## src/hdl/secv_pkg.sv

```systemverilog
// Word-only RV32I subset; any opcode or funct pattern not listed here is decoded as illegal
package secv_pkg;

    // Data, instruction and register index widths
    localparam int XLEN    = 32;
    localparam int ILEN    = 32;
    localparam int REG_ADR = 5;

    typedef logic [XLEN-1:0]    word_t;
    typedef logic [ILEN-1:0]    inst_t;
    typedef logic [REG_ADR-1:0] reg_adr_t;

    // Major opcodes, instruction bits 6:0
    typedef enum logic [6:0] {
        OP     = 7'b0110011,
        OP_IMM = 7'b0010011,
        LUI    = 7'b0110111,
        AUIPC  = 7'b0010111,
        JAL    = 7'b1101111,
        JALR   = 7'b1100111,
        BRANCH = 7'b1100011,
        LOAD   = 7'b0000011,
        STORE  = 7'b0100011
    } opcode_t;

    // ALU funct3 codes, shared by OP and OP_IMM
    localparam logic [2:0] F3_ADD  = 3'b000;
    localparam logic [2:0] F3_SLL  = 3'b001;
    localparam logic [2:0] F3_SLT  = 3'b010;
    localparam logic [2:0] F3_SLTU = 3'b011;
    localparam logic [2:0] F3_XOR  = 3'b100;
    localparam logic [2:0] F3_SR   = 3'b101;
    localparam logic [2:0] F3_OR   = 3'b110;
    localparam logic [2:0] F3_AND  = 3'b111;

    // Branch conditions
    localparam logic [2:0] F3_BEQ  = 3'b000;
    localparam logic [2:0] F3_BNE  = 3'b001;
    localparam logic [2:0] F3_BLT  = 3'b100;
    localparam logic [2:0] F3_BGE  = 3'b101;
    localparam logic [2:0] F3_BLTU = 3'b110;
    localparam logic [2:0] F3_BGEU = 3'b111;

    // Word access and JALR
    localparam logic [2:0] F3_WORD = 3'b010;
    localparam logic [2:0] F3_JALR = 3'b000;

    // funct7: base ops, and SUB / SRA
    localparam logic [6:0] F7_BASE = 7'b0000000;
    localparam logic [6:0] F7_ALT  = 7'b0100000;

    typedef enum logic [3:0] {
        ALU_ADD, ALU_SUB, ALU_AND, ALU_OR, ALU_XOR,
        ALU_SLL, ALU_SRL, ALU_SRA, ALU_SLT, ALU_SLTU, ALU_PASS2
    } alu_op_t;

    typedef enum logic [1:0] {SRC1_RS1, SRC1_PC, SRC1_ZERO} src1_sel_t;
    typedef enum logic {SRC2_RS2, SRC2_IMM} src2_sel_t;
    typedef enum logic [1:0] {RD_NONE, RD_ALU, RD_LOAD, RD_NXTPC} rd_sel_t;
    typedef enum logic [1:0] {PC_NXT, PC_ALU, PC_BRANCH} pc_sel_t;
    typedef enum logic [1:0] {MEM_NONE, MEM_LOAD, MEM_STORE} mem_op_t;

    typedef enum logic [2:0] {
        ST_IDLE, ST_FETCH, ST_DECODE, ST_EXECUTE, ST_MEM, ST_WB, ST_HALT
    } state_t;

endpackage

```

## src/hdl/secv_decode.sv

```systemverilog
// Purely combinational; only the kept RV32I subset decodes, everything else raises illegal_o
module secv_decode (
    input  secv_pkg::inst_t     ir_i,
    output secv_pkg::reg_adr_t  rs1_adr_o,
    output secv_pkg::reg_adr_t  rs2_adr_o,
    output secv_pkg::reg_adr_t  rd_adr_o,
    output secv_pkg::word_t     imm_o,
    output secv_pkg::alu_op_t   alu_op_o,
    output secv_pkg::src1_sel_t src1_sel_o,
    output secv_pkg::src2_sel_t src2_sel_o,
    output secv_pkg::rd_sel_t   rd_sel_o,
    output secv_pkg::pc_sel_t   pc_sel_o,
    output secv_pkg::mem_op_t   mem_op_o,
    output logic                illegal_o
);
    secv_pkg::opcode_t opcode;
    logic [2:0]        funct3;
    logic [6:0]        funct7;
    secv_pkg::word_t   imm_i, imm_s, imm_b, imm_u, imm_j;
    secv_pkg::alu_op_t alu_dec;
    logic              alu_err;

    assign opcode    = secv_pkg::opcode_t'(ir_i[6:0]);
    assign funct3    = ir_i[14:12];
    assign funct7    = ir_i[31:25];
    assign rd_adr_o  = ir_i[11:7];
    assign rs1_adr_o = ir_i[19:15];
    assign rs2_adr_o = ir_i[24:20];

    // Sign-extended immediate formats
    assign imm_i = {{20{ir_i[31]}}, ir_i[31:20]};
    assign imm_s = {{20{ir_i[31]}}, ir_i[31:25], ir_i[11:7]};
    assign imm_b = {{19{ir_i[31]}}, ir_i[31], ir_i[7], ir_i[30:25], ir_i[11:8], 1'b0};
    assign imm_u = {ir_i[31:12], 12'b0};
    assign imm_j = {{11{ir_i[31]}}, ir_i[31], ir_i[19:12], ir_i[20], ir_i[30:21], 1'b0};

    // ALU op from funct3/funct7; OP_IMM ignores funct7 except on shifts
    always_comb begin
        alu_dec = secv_pkg::ALU_ADD;
        alu_err = (opcode == secv_pkg::OP) && (funct7 != secv_pkg::F7_BASE);
        case (funct3)
            secv_pkg::F3_ADD: begin
                if (opcode == secv_pkg::OP && funct7 == secv_pkg::F7_ALT) begin
                    alu_dec = secv_pkg::ALU_SUB;
                    alu_err = 1'b0;
                end
            end
            secv_pkg::F3_SLL: begin
                alu_dec = secv_pkg::ALU_SLL;
                alu_err = funct7 != secv_pkg::F7_BASE;
            end
            secv_pkg::F3_SR: begin
                alu_dec = (funct7 == secv_pkg::F7_ALT) ? secv_pkg::ALU_SRA : secv_pkg::ALU_SRL;
                alu_err = funct7 != secv_pkg::F7_BASE && funct7 != secv_pkg::F7_ALT;
            end
            secv_pkg::F3_SLT:  alu_dec = secv_pkg::ALU_SLT;
            secv_pkg::F3_SLTU: alu_dec = secv_pkg::ALU_SLTU;
            secv_pkg::F3_XOR:  alu_dec = secv_pkg::ALU_XOR;
            secv_pkg::F3_OR:   alu_dec = secv_pkg::ALU_OR;
            default:           alu_dec = secv_pkg::ALU_AND;
        endcase
    end

    always_comb begin
        // Defaults fit the I-type ALU case
        alu_op_o   = secv_pkg::ALU_ADD;
        src1_sel_o = secv_pkg::SRC1_RS1;
        src2_sel_o = secv_pkg::SRC2_IMM;
        rd_sel_o   = secv_pkg::RD_NONE;
        pc_sel_o   = secv_pkg::PC_NXT;
        mem_op_o   = secv_pkg::MEM_NONE;
        imm_o      = imm_i;
        illegal_o  = 1'b0;
        case (opcode)
            secv_pkg::OP, secv_pkg::OP_IMM: begin
                alu_op_o  = alu_dec;
                rd_sel_o  = secv_pkg::RD_ALU;
                illegal_o = alu_err;
                if (opcode == secv_pkg::OP)
                    src2_sel_o = secv_pkg::SRC2_RS2;
            end
            secv_pkg::LUI: begin
                alu_op_o = secv_pkg::ALU_PASS2;
                imm_o    = imm_u;
                rd_sel_o = secv_pkg::RD_ALU;
            end
            secv_pkg::AUIPC: begin
                src1_sel_o = secv_pkg::SRC1_PC;
                imm_o      = imm_u;
                rd_sel_o   = secv_pkg::RD_ALU;
            end
            // Link value is pc + 4, target from the ALU
            secv_pkg::JAL: begin
                src1_sel_o = secv_pkg::SRC1_PC;
                imm_o      = imm_j;
                rd_sel_o   = secv_pkg::RD_NXTPC;
                pc_sel_o   = secv_pkg::PC_ALU;
            end
            secv_pkg::JALR: begin
                rd_sel_o  = secv_pkg::RD_NXTPC;
                pc_sel_o  = secv_pkg::PC_ALU;
                illegal_o = funct3 != secv_pkg::F3_JALR;
            end
            secv_pkg::BRANCH: begin
                src1_sel_o = secv_pkg::SRC1_PC;
                imm_o      = imm_b;
                pc_sel_o   = secv_pkg::PC_BRANCH;
                illegal_o  = !(funct3 inside {secv_pkg::F3_BEQ, secv_pkg::F3_BNE,
                    secv_pkg::F3_BLT, secv_pkg::F3_BGE, secv_pkg::F3_BLTU, secv_pkg::F3_BGEU});
            end
            secv_pkg::LOAD: begin
                rd_sel_o  = secv_pkg::RD_LOAD;
                mem_op_o  = secv_pkg::MEM_LOAD;
                illegal_o = funct3 != secv_pkg::F3_WORD;
            end
            secv_pkg::STORE: begin
                imm_o     = imm_s;
                mem_op_o  = secv_pkg::MEM_STORE;
                illegal_o = funct3 != secv_pkg::F3_WORD;
            end
            default: illegal_o = 1'b1;
        endcase
        // No side effects from an unknown instruction
        if (illegal_o) begin
            rd_sel_o = secv_pkg::RD_NONE;
            mem_op_o = secv_pkg::MEM_NONE;
        end
    end
endmodule

```

## src/hdl/secv_execute.sv

```systemverilog
// Combinational ALU and branch compare; funct3_i is only meaningful for branch instructions
module secv_execute (
    input  secv_pkg::word_t     rs1_dat_i,
    input  secv_pkg::word_t     rs2_dat_i,
    input  secv_pkg::word_t     pc_i,
    input  secv_pkg::word_t     imm_i,
    input  secv_pkg::alu_op_t   alu_op_i,
    input  secv_pkg::src1_sel_t src1_sel_i,
    input  secv_pkg::src2_sel_t src2_sel_i,
    input  logic [2:0]          funct3_i,
    output secv_pkg::word_t     alu_res_o,
    output logic                take_o
);
    secv_pkg::word_t src1, src2;
    logic [4:0]      shamt;

    // Operand muxes
    always_comb begin
        case (src1_sel_i)
            secv_pkg::SRC1_PC:  src1 = pc_i;
            secv_pkg::SRC1_RS1: src1 = rs1_dat_i;
            default:            src1 = '0;
        endcase
    end

    assign src2  = (src2_sel_i == secv_pkg::SRC2_RS2) ? rs2_dat_i : imm_i;
    assign shamt = src2[4:0];

    always_comb begin
        case (alu_op_i)
            secv_pkg::ALU_SUB:   alu_res_o = src1 - src2;
            secv_pkg::ALU_AND:   alu_res_o = src1 & src2;
            secv_pkg::ALU_OR:    alu_res_o = src1 | src2;
            secv_pkg::ALU_XOR:   alu_res_o = src1 ^ src2;
            secv_pkg::ALU_SLL:   alu_res_o = src1 << shamt;
            secv_pkg::ALU_SRL:   alu_res_o = src1 >> shamt;
            secv_pkg::ALU_SRA:   alu_res_o = $unsigned($signed(src1) >>> shamt);
            secv_pkg::ALU_SLT:
                alu_res_o = {{(secv_pkg::XLEN-1){1'b0}}, $signed(src1) < $signed(src2)};
            secv_pkg::ALU_SLTU:
                alu_res_o = {{(secv_pkg::XLEN-1){1'b0}}, src1 < src2};
            secv_pkg::ALU_PASS2: alu_res_o = src2;
            // Also targets and memory addresses
            default:             alu_res_o = src1 + src2;
        endcase
    end

    // Branch decision always on the register operands
    always_comb begin
        case (funct3_i)
            secv_pkg::F3_BEQ:  take_o = rs1_dat_i == rs2_dat_i;
            secv_pkg::F3_BNE:  take_o = rs1_dat_i != rs2_dat_i;
            secv_pkg::F3_BLT:  take_o = $signed(rs1_dat_i) < $signed(rs2_dat_i);
            secv_pkg::F3_BGE:  take_o = $signed(rs1_dat_i) >= $signed(rs2_dat_i);
            secv_pkg::F3_BLTU: take_o = rs1_dat_i < rs2_dat_i;
            secv_pkg::F3_BGEU: take_o = rs1_dat_i >= rs2_dat_i;
            default:           take_o = 1'b0;
        endcase
    end
endmodule

```

## src/hdl/secv_writeback.sv

```systemverilog
// Register file has no reset, only x0 reads as zero; pc resets to 0 and updates only on wb_en_i
module secv_writeback (
    input  logic                clk_i,
    input  logic                rst_i,
    input  secv_pkg::reg_adr_t  rs1_adr_i,
    input  secv_pkg::reg_adr_t  rs2_adr_i,
    input  secv_pkg::reg_adr_t  rd_adr_i,
    output secv_pkg::word_t     rs1_dat_o,
    output secv_pkg::word_t     rs2_dat_o,
    input  secv_pkg::word_t     alu_res_i,
    input  secv_pkg::word_t     load_dat_i,
    input  secv_pkg::rd_sel_t   rd_sel_i,
    input  secv_pkg::pc_sel_t   pc_sel_i,
    input  logic                take_i,
    input  logic                wb_en_i,
    output secv_pkg::word_t     pc_o
);
    secv_pkg::word_t regs [2**secv_pkg::REG_ADR];
    secv_pkg::word_t pc_inc, rd_dat, pc_nxt;

    assign rs1_dat_o = (rs1_adr_i == '0) ? '0 : regs[rs1_adr_i];
    assign rs2_dat_o = (rs2_adr_i == '0) ? '0 : regs[rs2_adr_i];
    assign pc_inc    = pc_o + 32'd4;

    // Result select
    always_comb begin
        case (rd_sel_i)
            secv_pkg::RD_LOAD:  rd_dat = load_dat_i;
            secv_pkg::RD_NXTPC: rd_dat = pc_inc;
            default:            rd_dat = alu_res_i;
        endcase
    end

    // Next pc; jump targets lose bit 0
    always_comb begin
        case (pc_sel_i)
            secv_pkg::PC_ALU:    pc_nxt = {alu_res_i[secv_pkg::XLEN-1:1], 1'b0};
            secv_pkg::PC_BRANCH: pc_nxt = take_i ? alu_res_i : pc_inc;
            default:             pc_nxt = pc_inc;
        endcase
    end

    always_ff @(posedge clk_i) begin
        if (wb_en_i && rd_sel_i != secv_pkg::RD_NONE && rd_adr_i != '0)
            regs[rd_adr_i] <= rd_dat;
    end

    always_ff @(posedge clk_i) begin
        if (rst_i)
            pc_o <= '0;
        else if (wb_en_i)
            pc_o <= pc_nxt;
    end
endmodule

```

## src/hdl/secv_control.sv

```systemverilog
// Word accesses only, no select lines; a stalled ack stalls the core forever, halt holds until reset
module secv_control #(
    parameter int IADR_WIDTH = 10,
    parameter int DADR_WIDTH = 10
) (
    input  logic                  clk_i,
    input  logic                  rst_i,

    // Instruction bus
    output logic                  imem_cyc_o,
    output logic                  imem_stb_o,
    output logic [IADR_WIDTH-1:0] imem_adr_o,
    input  secv_pkg::inst_t       imem_dat_i,
    input  logic                  imem_ack_i,

    // Data bus
    output logic                  dmem_cyc_o,
    output logic                  dmem_stb_o,
    output logic                  dmem_we_o,
    output logic [DADR_WIDTH-1:0] dmem_adr_o,
    output secv_pkg::word_t       dmem_dat_o,
    input  secv_pkg::word_t       dmem_dat_i,
    input  logic                  dmem_ack_i,

    input  secv_pkg::word_t       pc_i,
    input  secv_pkg::word_t       alu_res_i,
    input  secv_pkg::word_t       rs2_dat_i,
    input  secv_pkg::mem_op_t     mem_op_i,
    input  logic                  illegal_i,
    output secv_pkg::inst_t       ir_o,
    output secv_pkg::word_t       load_dat_o,
    output logic                  wb_en_o,
    output logic                  halt_o
);
    secv_pkg::state_t state, state_nxt;

    // Byte addresses to word addresses
    assign imem_adr_o = pc_i[IADR_WIDTH+1:2];
    assign dmem_adr_o = alu_res_i[DADR_WIDTH+1:2];
    assign dmem_dat_o = rs2_dat_i;

    // Bus strobes follow the state only
    assign imem_cyc_o = state == secv_pkg::ST_FETCH;
    assign imem_stb_o = imem_cyc_o;
    assign dmem_cyc_o = state == secv_pkg::ST_MEM;
    assign dmem_stb_o = dmem_cyc_o;
    assign dmem_we_o  = dmem_cyc_o && mem_op_i == secv_pkg::MEM_STORE;
    assign wb_en_o    = state == secv_pkg::ST_WB;
    assign halt_o     = state == secv_pkg::ST_HALT;

    always_comb begin
        state_nxt = state;
        case (state)
            secv_pkg::ST_IDLE: state_nxt = secv_pkg::ST_FETCH;
            // Wait here as long as the slave holds off ack
            secv_pkg::ST_FETCH: begin
                if (imem_ack_i)
                    state_nxt = secv_pkg::ST_DECODE;
            end
            secv_pkg::ST_DECODE:
                state_nxt = illegal_i ? secv_pkg::ST_HALT : secv_pkg::ST_EXECUTE;
            // Skip the data bus for non-memory ops
            secv_pkg::ST_EXECUTE:
                state_nxt = (mem_op_i == secv_pkg::MEM_NONE) ? secv_pkg::ST_WB
                                                             : secv_pkg::ST_MEM;
            secv_pkg::ST_MEM: begin
                if (dmem_ack_i)
                    state_nxt = secv_pkg::ST_WB;
            end
            secv_pkg::ST_WB:   state_nxt = secv_pkg::ST_FETCH;
            default:           state_nxt = secv_pkg::ST_HALT;
        endcase
    end

    always_ff @(posedge clk_i) begin
        if (rst_i)
            state <= secv_pkg::ST_IDLE;
        else
            state <= state_nxt;
    end

    // Instruction and load data registers, sampled in the ack cycle
    always_ff @(posedge clk_i) begin
        if (state == secv_pkg::ST_FETCH && imem_ack_i)
            ir_o <= imem_dat_i;
        if (state == secv_pkg::ST_MEM && dmem_ack_i && mem_op_i == secv_pkg::MEM_LOAD)
            load_dat_o <= dmem_dat_i;
    end
endmodule

```

## src/hdl/secv_top.sv

```systemverilog
// Multi-cycle core, one instruction at a time; bus addresses are word addresses (byte address >> 2)
module secv_top #(
    parameter int IADR_WIDTH = 10,
    parameter int DADR_WIDTH = 10
) (
    input  logic                  clk_i,
    input  logic                  rst_i,

    // Instruction bus
    output logic                  imem_cyc_o,
    output logic                  imem_stb_o,
    output logic [IADR_WIDTH-1:0] imem_adr_o,
    input  secv_pkg::inst_t       imem_dat_i,
    input  logic                  imem_ack_i,

    // Data bus
    output logic                  dmem_cyc_o,
    output logic                  dmem_stb_o,
    output logic                  dmem_we_o,
    output logic [DADR_WIDTH-1:0] dmem_adr_o,
    output secv_pkg::word_t       dmem_dat_o,
    input  secv_pkg::word_t       dmem_dat_i,
    input  logic                  dmem_ack_i,

    output logic                  halt_o
);
    secv_pkg::inst_t       ir;
    secv_pkg::reg_adr_t    rs1_adr, rs2_adr, rd_adr;
    secv_pkg::word_t       imm, rs1_dat, rs2_dat, pc, alu_res, load_dat;
    secv_pkg::alu_op_t     alu_op;
    secv_pkg::src1_sel_t   src1_sel;
    secv_pkg::src2_sel_t   src2_sel;
    secv_pkg::rd_sel_t     rd_sel;
    secv_pkg::pc_sel_t     pc_sel;
    secv_pkg::mem_op_t     mem_op;
    logic                  illegal, take, wb_en;

    secv_control #(
        .IADR_WIDTH(IADR_WIDTH),
        .DADR_WIDTH(DADR_WIDTH)
    ) i_control (
        .clk_i, .rst_i,
        .imem_cyc_o, .imem_stb_o, .imem_adr_o, .imem_dat_i, .imem_ack_i,
        .dmem_cyc_o, .dmem_stb_o, .dmem_we_o, .dmem_adr_o, .dmem_dat_o,
        .dmem_dat_i, .dmem_ack_i,
        .pc_i       (pc),
        .alu_res_i  (alu_res),
        .rs2_dat_i  (rs2_dat),
        .mem_op_i   (mem_op),
        .illegal_i  (illegal),
        .ir_o       (ir),
        .load_dat_o (load_dat),
        .wb_en_o    (wb_en),
        .halt_o
    );

    secv_decode i_decode (
        .ir_i       (ir),
        .rs1_adr_o  (rs1_adr),
        .rs2_adr_o  (rs2_adr),
        .rd_adr_o   (rd_adr),
        .imm_o      (imm),
        .alu_op_o   (alu_op),
        .src1_sel_o (src1_sel),
        .src2_sel_o (src2_sel),
        .rd_sel_o   (rd_sel),
        .pc_sel_o   (pc_sel),
        .mem_op_o   (mem_op),
        .illegal_o  (illegal)
    );

    // Branch condition comes straight from the funct3 field
    secv_execute i_execute (
        .rs1_dat_i (rs1_dat),
        .rs2_dat_i (rs2_dat),
        .pc_i      (pc),
        .imm_i     (imm),
        .alu_op_i  (alu_op),
        .src1_sel_i(src1_sel),
        .src2_sel_i(src2_sel),
        .funct3_i  (ir[14:12]),
        .alu_res_o (alu_res),
        .take_o    (take)
    );

    secv_writeback i_writeback (
        .clk_i, .rst_i,
        .rs1_adr_i (rs1_adr),
        .rs2_adr_i (rs2_adr),
        .rd_adr_i  (rd_adr),
        .rs1_dat_o (rs1_dat),
        .rs2_dat_o (rs2_dat),
        .alu_res_i (alu_res),
        .load_dat_i(load_dat),
        .rd_sel_i  (rd_sel),
        .pc_sel_i  (pc_sel),
        .take_i    (take),
        .wb_en_i   (wb_en),
        .pc_o      (pc)
    );
endmodule

```

## config.mk

```make
export PLATFORM = sky130hd
export DESIGN_NAME = secv_top
export DESIGN_NICKNAME = d
export VERILOG_FILES = /design/src/hdl/secv_pkg.sv /design/src/hdl/secv_decode.sv /design/src/hdl/secv_execute.sv /design/src/hdl/secv_writeback.sv /design/src/hdl/secv_control.sv /design/src/hdl/secv_top.sv
export SDC_FILE = /design/constraint.sdc
export NUM_CORES = 2
export LEC_CHECK = 0
export BUFFER_PORTS_ARGS = -buffer_cell sky130_fd_sc_hd__buf_2
export CAP_MARGIN = 20
export CORE_MARGIN = 8
export CORE_UTILIZATION = 39
export CTS_CLUSTER_DIAMETER = 40
export CTS_CLUSTER_SIZE = 20
export DETAILED_ROUTE_END_ITERATION = 12
export PLACE_DENSITY = 0.52
export SYNTH_ARGS = -nofsm -noshare
export SYNTH_HDL_FRONTEND = slang
export SYNTH_SLANG_ARGS = --single-unit
```

## constraint.sdc

```tcl
create_clock -name clk_i -period 8.8 [get_ports clk_i]
set_clock_uncertainty 0.15 [all_clocks]
set_input_delay 0.44 -clock clk_i [delete_from_list [all_inputs] [get_ports clk_i]]
set_output_delay 0.44 -clock clk_i [all_outputs]
set_load 0.02 [all_outputs]
```

# Word-level counts from Yosys, hierarchy flattened
# Memory sizes are Yosys's and may differ from the RTL's. A register that Yosys moved wholly into a read port is not among the register bits.
# Index checks and enable logic that the tools add are counted.
# op_classes
n_mux,34
bitwise,3
n_reduce_logical,30
n_shift,3
add_sub_neg,3
magnitude_cmp,6
n_eq_ne,46
# ops
op,n
32-bit case mux with 10 select lines,1
32-bit case mux with 2 select lines,3
32-bit < comparator,4
32-bit two-way mux,4
31-bit case mux with 4 select lines,1
32-bit >= comparator,2
32-bit by 3-bit adder with 32-bit output (second input constant),1
32-bit adder,1
32-bit AND,1
32-bit == test,1
32-bit != test,1
32-bit bitwise OR,1
32-bit by 5-bit left shift with 32-bit output,1
32-bit by 5-bit >> shifter with 32-bit output,1
32-bit by 5-bit >>> shifter with 32-bit output,1
32-bit subtractor,1
32-bit XOR,1
7-bit by 6-bit == test with 1-bit output (second input constant),4
4-bit case mux with 7 select lines,1
3-bit == test (second input constant),7
7-bit == test (second input constant),3
4-bit by 3-bit == test with 1-bit output (second input constant),4
3-bit case mux with 5 select lines,1
7-bit by 5-bit == test with 1-bit output (second input constant),2
37 further kinds,77
# totals
ram_bits,1024
word_cells,130
n_memories,1
register_bits,99
out_inout_bits,58
inputBits,68
# memory_table
name,depth,width,rd,rd_clocked_by_memory_dff,wr,line,rtl
i_writeback.regs,32,32,2,2,1,secv_writeback.sv:18,secv_pkg::word_t regs [2**secv_pkg::REG_ADR];

# Logic depth before layout (Yosys ltp)
# logic_depth
word_depth,11
ltp_mapped,29
ltp_nobuf,23

# Cells and area by module
# Synthesis repeated with hierarchy kept, for this count alone.
# unflattened
cells_unflattened,4501
area_unflattened_um2,63494.6
# modules_own_cells
mod,seq_area_each_um2,n_inst,cells_per_inst,area_per_inst_um2
secv_writeback,31390.1,1,2608,49377.4
secv_execute,0.0,1,1626,10751.6
secv_control,1981.9,1,145,2531.2
secv_decode,0.0,1,122,834.6

# Least setup slack after synthesis
# Ideal clock, no wire load.
# synth_path
kind,register to register
from,reg with a tool-made name
to,mem i_writeback.regs[0][26] (netlist name) (data pin)
required_ns,8.196
path_slack_ns,0.970
period_less_slack_ns,7.830
setup_time_ns,0.454
path_stages_with_launch,29
path_buffers,10
arrival_ns,7.226
cell_sequence,dfxtp_1 > buf_6 > buf_6 > buf_6 > buf_6 > buf_6 > buf_4 > buf_2 > buf_2 > buf_2 > mux4_2 > mux4_2 > nand2_1 > a21o_1 > o21a_1 > ha_1 > buf_1 > o21ai_0 > a211o_1 > o211a_1 > o211ai_1 > nand3_1 > a311o_1 > a21o_1 > a21oi_1 > o32ai_1 > o21ai_1 > o211ai_1 > o21ai_0
# synth_lines
item,line
"end, declared",secv_writeback.sv:18

==> flow_metrics.tcl <==
set metrics [dict create \
    cts.sinks 1133 \
    clockBufferDepth 3 \
    tritoncts "built" \
    tns_ps 0 \
    worstPathArrival_ps 8710 \
    root_buffer "clkbuf_16" \
    post_cts_resize_count 0 \
    finalHoldViolCount 0 \
    fill_cells 14616 \
    synth_top_area_share_pct 50.6 \
    hpwl_um 180000 \
    grt_pass1_vias 45644 \
    synth.most_common_cell "edfxtp_1" \
    p_switching_w 0.00678 \
    wl_um 266000 \
    numCtsBuffers 182 \
    ir_worst_vdd_v 0.000195 \
    avgSynthCellArea_um2 14.1 \
    routedWlPerCell_um 36.9 \
    dieArea_um2 179000 \
    tightestPinTransition_ps 1270 \
    fp.dieW_um 423 \
    ys_top_cells_by_area "edfxtp_1 (51%), mux4_2 (16%), mux2i_1 (6.6%)" \
    ys_ff_latch 1133 \
    path_clk_slew_ps 60 \
    slew_headroom_pct 12.8 \
    yosysWarnings 0 \
    viasPerCell 6.46 \
    r2r_setup_slack_ps 530 \
    p_comb_share_pct 27.6 \
    track_usage_pct 28.8 \
    slew_viol_final 0 \
    rsz0062_at_grt "no" \
    power_density_nw_per_um2 269 \
    post-route-min-period_ps 8270 \
    antenna_found_initial 12 \
    p_sw_share_pct 33.4 \
    hold_class "in2reg" \
    postLayoutCoreUtil_pct 45.8 \
    synth-main-ff-cell "edfxtp_1" \
    dr.pass1.iters 6 \
    setup_ws_ps 534 \
    syn_inst 4578 \
    grt_max_degree 70 \
    yosysSeqAreaShare_pct 52.0 \
    clkPwrFrac_pct 37.7 \
    synth_edf_count 1088 \
    worst_ep_required_time_ps 9240 \
    outcome "completed" \
    num_io_pins 126 \
    hold-path-cell-count 6 \
    die_h_um 423 \
    place.port_buffers 125 \
    fin_area_um2 75500 \
    p_int_w 0.0135 \
    gp_congestion 1.05 \
    num-nets-final 5061 \
    core_um2 165000 \
    fin_crit_sh_pct 93.9 \
    regToRegEndpoint "i_writeback.regs[29][31]$_DFFE_PP_" \
    synth_area_leader_cell "edfxtp_1" \
    endpoint_kind "flop" \
    seq_power_share_pct 34.7 \
    grt_pass1_wl_um 367000 \
    synth_area_um2 64600 \
    drcViolationCount 0 \
    cp-start-kind "flop" \
    h-tree-depth 4 \
    via_count 46599 \
    detailedPlace.worstSlack_ps 750 \
    layout-drive-gt1-share_pct 26.8 \
    clk_latency_ps 820 \
    timing_worst_setup_path_type "reg2reg" \
    drt_iter0_drc 6404 \
    initial_core_util_pct 39.2 \
    worstSetupEndpoint "i_writeback.regs[29][31]$_DFFE_PP_" \
    yosys-top-cells-count "edfxtp_1 (1088), mux4_2 (463), mux2i_1 (424)" \
    reg2regPathDepth 20 \
    synthToLayoutAreaGrowth_pct 16.9 \
    setup_viol 0 \
    timing.max_cap.violations 0 \
    path_max_fanout 32 \
    fp-row-count 149 \
    fmax_ghz 0.121 \
    final_antenna_net_count 0 \
    ys_types 106 \
    power.leakage_nw 26.3 \
    synthArstFlopShare_pct 0 \
    overflow 0 \
    placed_cell_area_um2 68300 \
]
-- cell usage in the layout, fill, tap and decap left out, types with 135 or more instances in the layout --
master     count
mux4_2       463
a21oi_1      234
mux2i_1      423
inv_1        148
o21ai_0      135
clkbuf_16    184
nor2_1       233
buf_4        205
nand2_1      208
edfxtp_1    1088
-- registers in the layout, summed over array words and instances, names as in the netlist, named ones only --
name / count
i_control.ir_o: 32
i_control.load_dat_o: 32
i_control.state: 3
i_writeback.pc_o: 32
i_writeback.regs: 1024
-- metal layers --
| layer | track usage, % | share of wire (%) | routed length [um] | vias to the layer above |
|---|---|---|---|---|
| met5 | 0 | 0.0041 | 11 | - |
| met4 | 16.4 | 6.8 | 18100 | 2 |
| met3 | 5.41 | 8.4 | 22500 | 604 |
| met2 | 45.3 | 46 | 122000 | 2676 |
| met1 | 37.5 | 39 | 104000 | 24232 |
| li1 | - | - | - | 19085 |
-- stage by stage --
stage	power, W	hold slack (ps)	instances
4_1_cts	0.0203	84.9	7208
3_3_place_gp	0.0126	354	6797
2_1_floorplan	0.0104	306	4609
5_1_grt	0.0209	163	7214
6_report	0.0203	148	7218
3_5_place_dp	0.0126	360	6798
-- cell type report --
type	instances	area [um2]	share of cell area [%]
antenna	10	25.0	0.0331
clock buffer	200	4680	6.20
clock inverter	144	1870	2.48
inverter	159	599	0.794
multi-input combinational	2971	28900	38.2
sequential	1133	33600	44.5
tap	2189	2740	3.63
timing repair buffer	412	3140	4.16
-- timing repair --
action | 4_1_cts | 5_1_grt
setup endpoints to repair | 0 | 0
hold buffers | 66 | 0
hold endpoints to repair | 81 | 0
setup buffers | 0 | 0
-- worst min-delay path by stage --
stage                                      start                                 to
6_report                              imem_ack_i    i_control.state[0]$_SDFFE_PP0P_
3_5_place_dp   i_writeback.pc_o[31]$_SDFFE_PP0P_  i_writeback.pc_o[31]$_SDFFE_PP0P_
3_3_place_gp   i_writeback.pc_o[31]$_SDFFE_PP0P_  i_writeback.pc_o[31]$_SDFFE_PP0P_
4_1_cts                               imem_ack_i    i_control.state[0]$_SDFFE_PP0P_
5_1_grt                           imem_dat_i[30]       i_control.ir_o[30]$_DFFE_PP_
2_1_floorplan   i_writeback.pc_o[1]$_SDFFE_PP0P_   i_writeback.pc_o[1]$_SDFFE_PP0P_
-- power by group through the flow --
stage                     logic, W  clock network [W]  registers, W
final                      0.00562            0.00766       0.00706
after global routing       0.00588            0.00795       0.00707
after CTS                  0.00550            0.00775       0.00706
after detailed placement   0.00546                  0       0.00716
after global placement     0.00546                  0       0.00716
after floorplan            0.00328                  0       0.00711
-- worst max-delay path, cell delays in order (launching register included) --
cell	delay [ps]
dfxtp_4	590
buf_12	320
buf_4	420
mux4_2	560
mux4_2	500
mux2_2	320
o21ai_0	440
a21oi_1	420
ha_1	610
or4_1	710
nand2b_1	230
a2111oi_0	660
buf_4	270
o211ai_1	140
a21oi_1	430
a221oi_1	190
a21oi_1	180
o32ai_1	110
a21o_1	250
o21ai_2	130
buf_4	300
-- logic make-up (layout without fill, tap and decap cells) --
| group | Yosys count | count (layout) | synth area share, % |
|---|---|---|---|
| buffers and inverters | 505 | 915 | 4.27 |
| multiplexers | 945 | 945 | 23.9 |
| AND/OR/NAND/NOR | 793 | 793 | 5.72 |
| XOR/XNOR | 51 | 51 | 0.691 |
| AO/OA/AOI/OAI | 1016 | 1016 | 10.9 |
| adder cells (fa/ha/maj) | 134 | 134 | 2.62 |
| flip-flops | 1133 | 1133 | 52.0 |
| other | 1 | 42 | 0.00581 |
No activity file was read; power rests on OpenSTA's default activity.
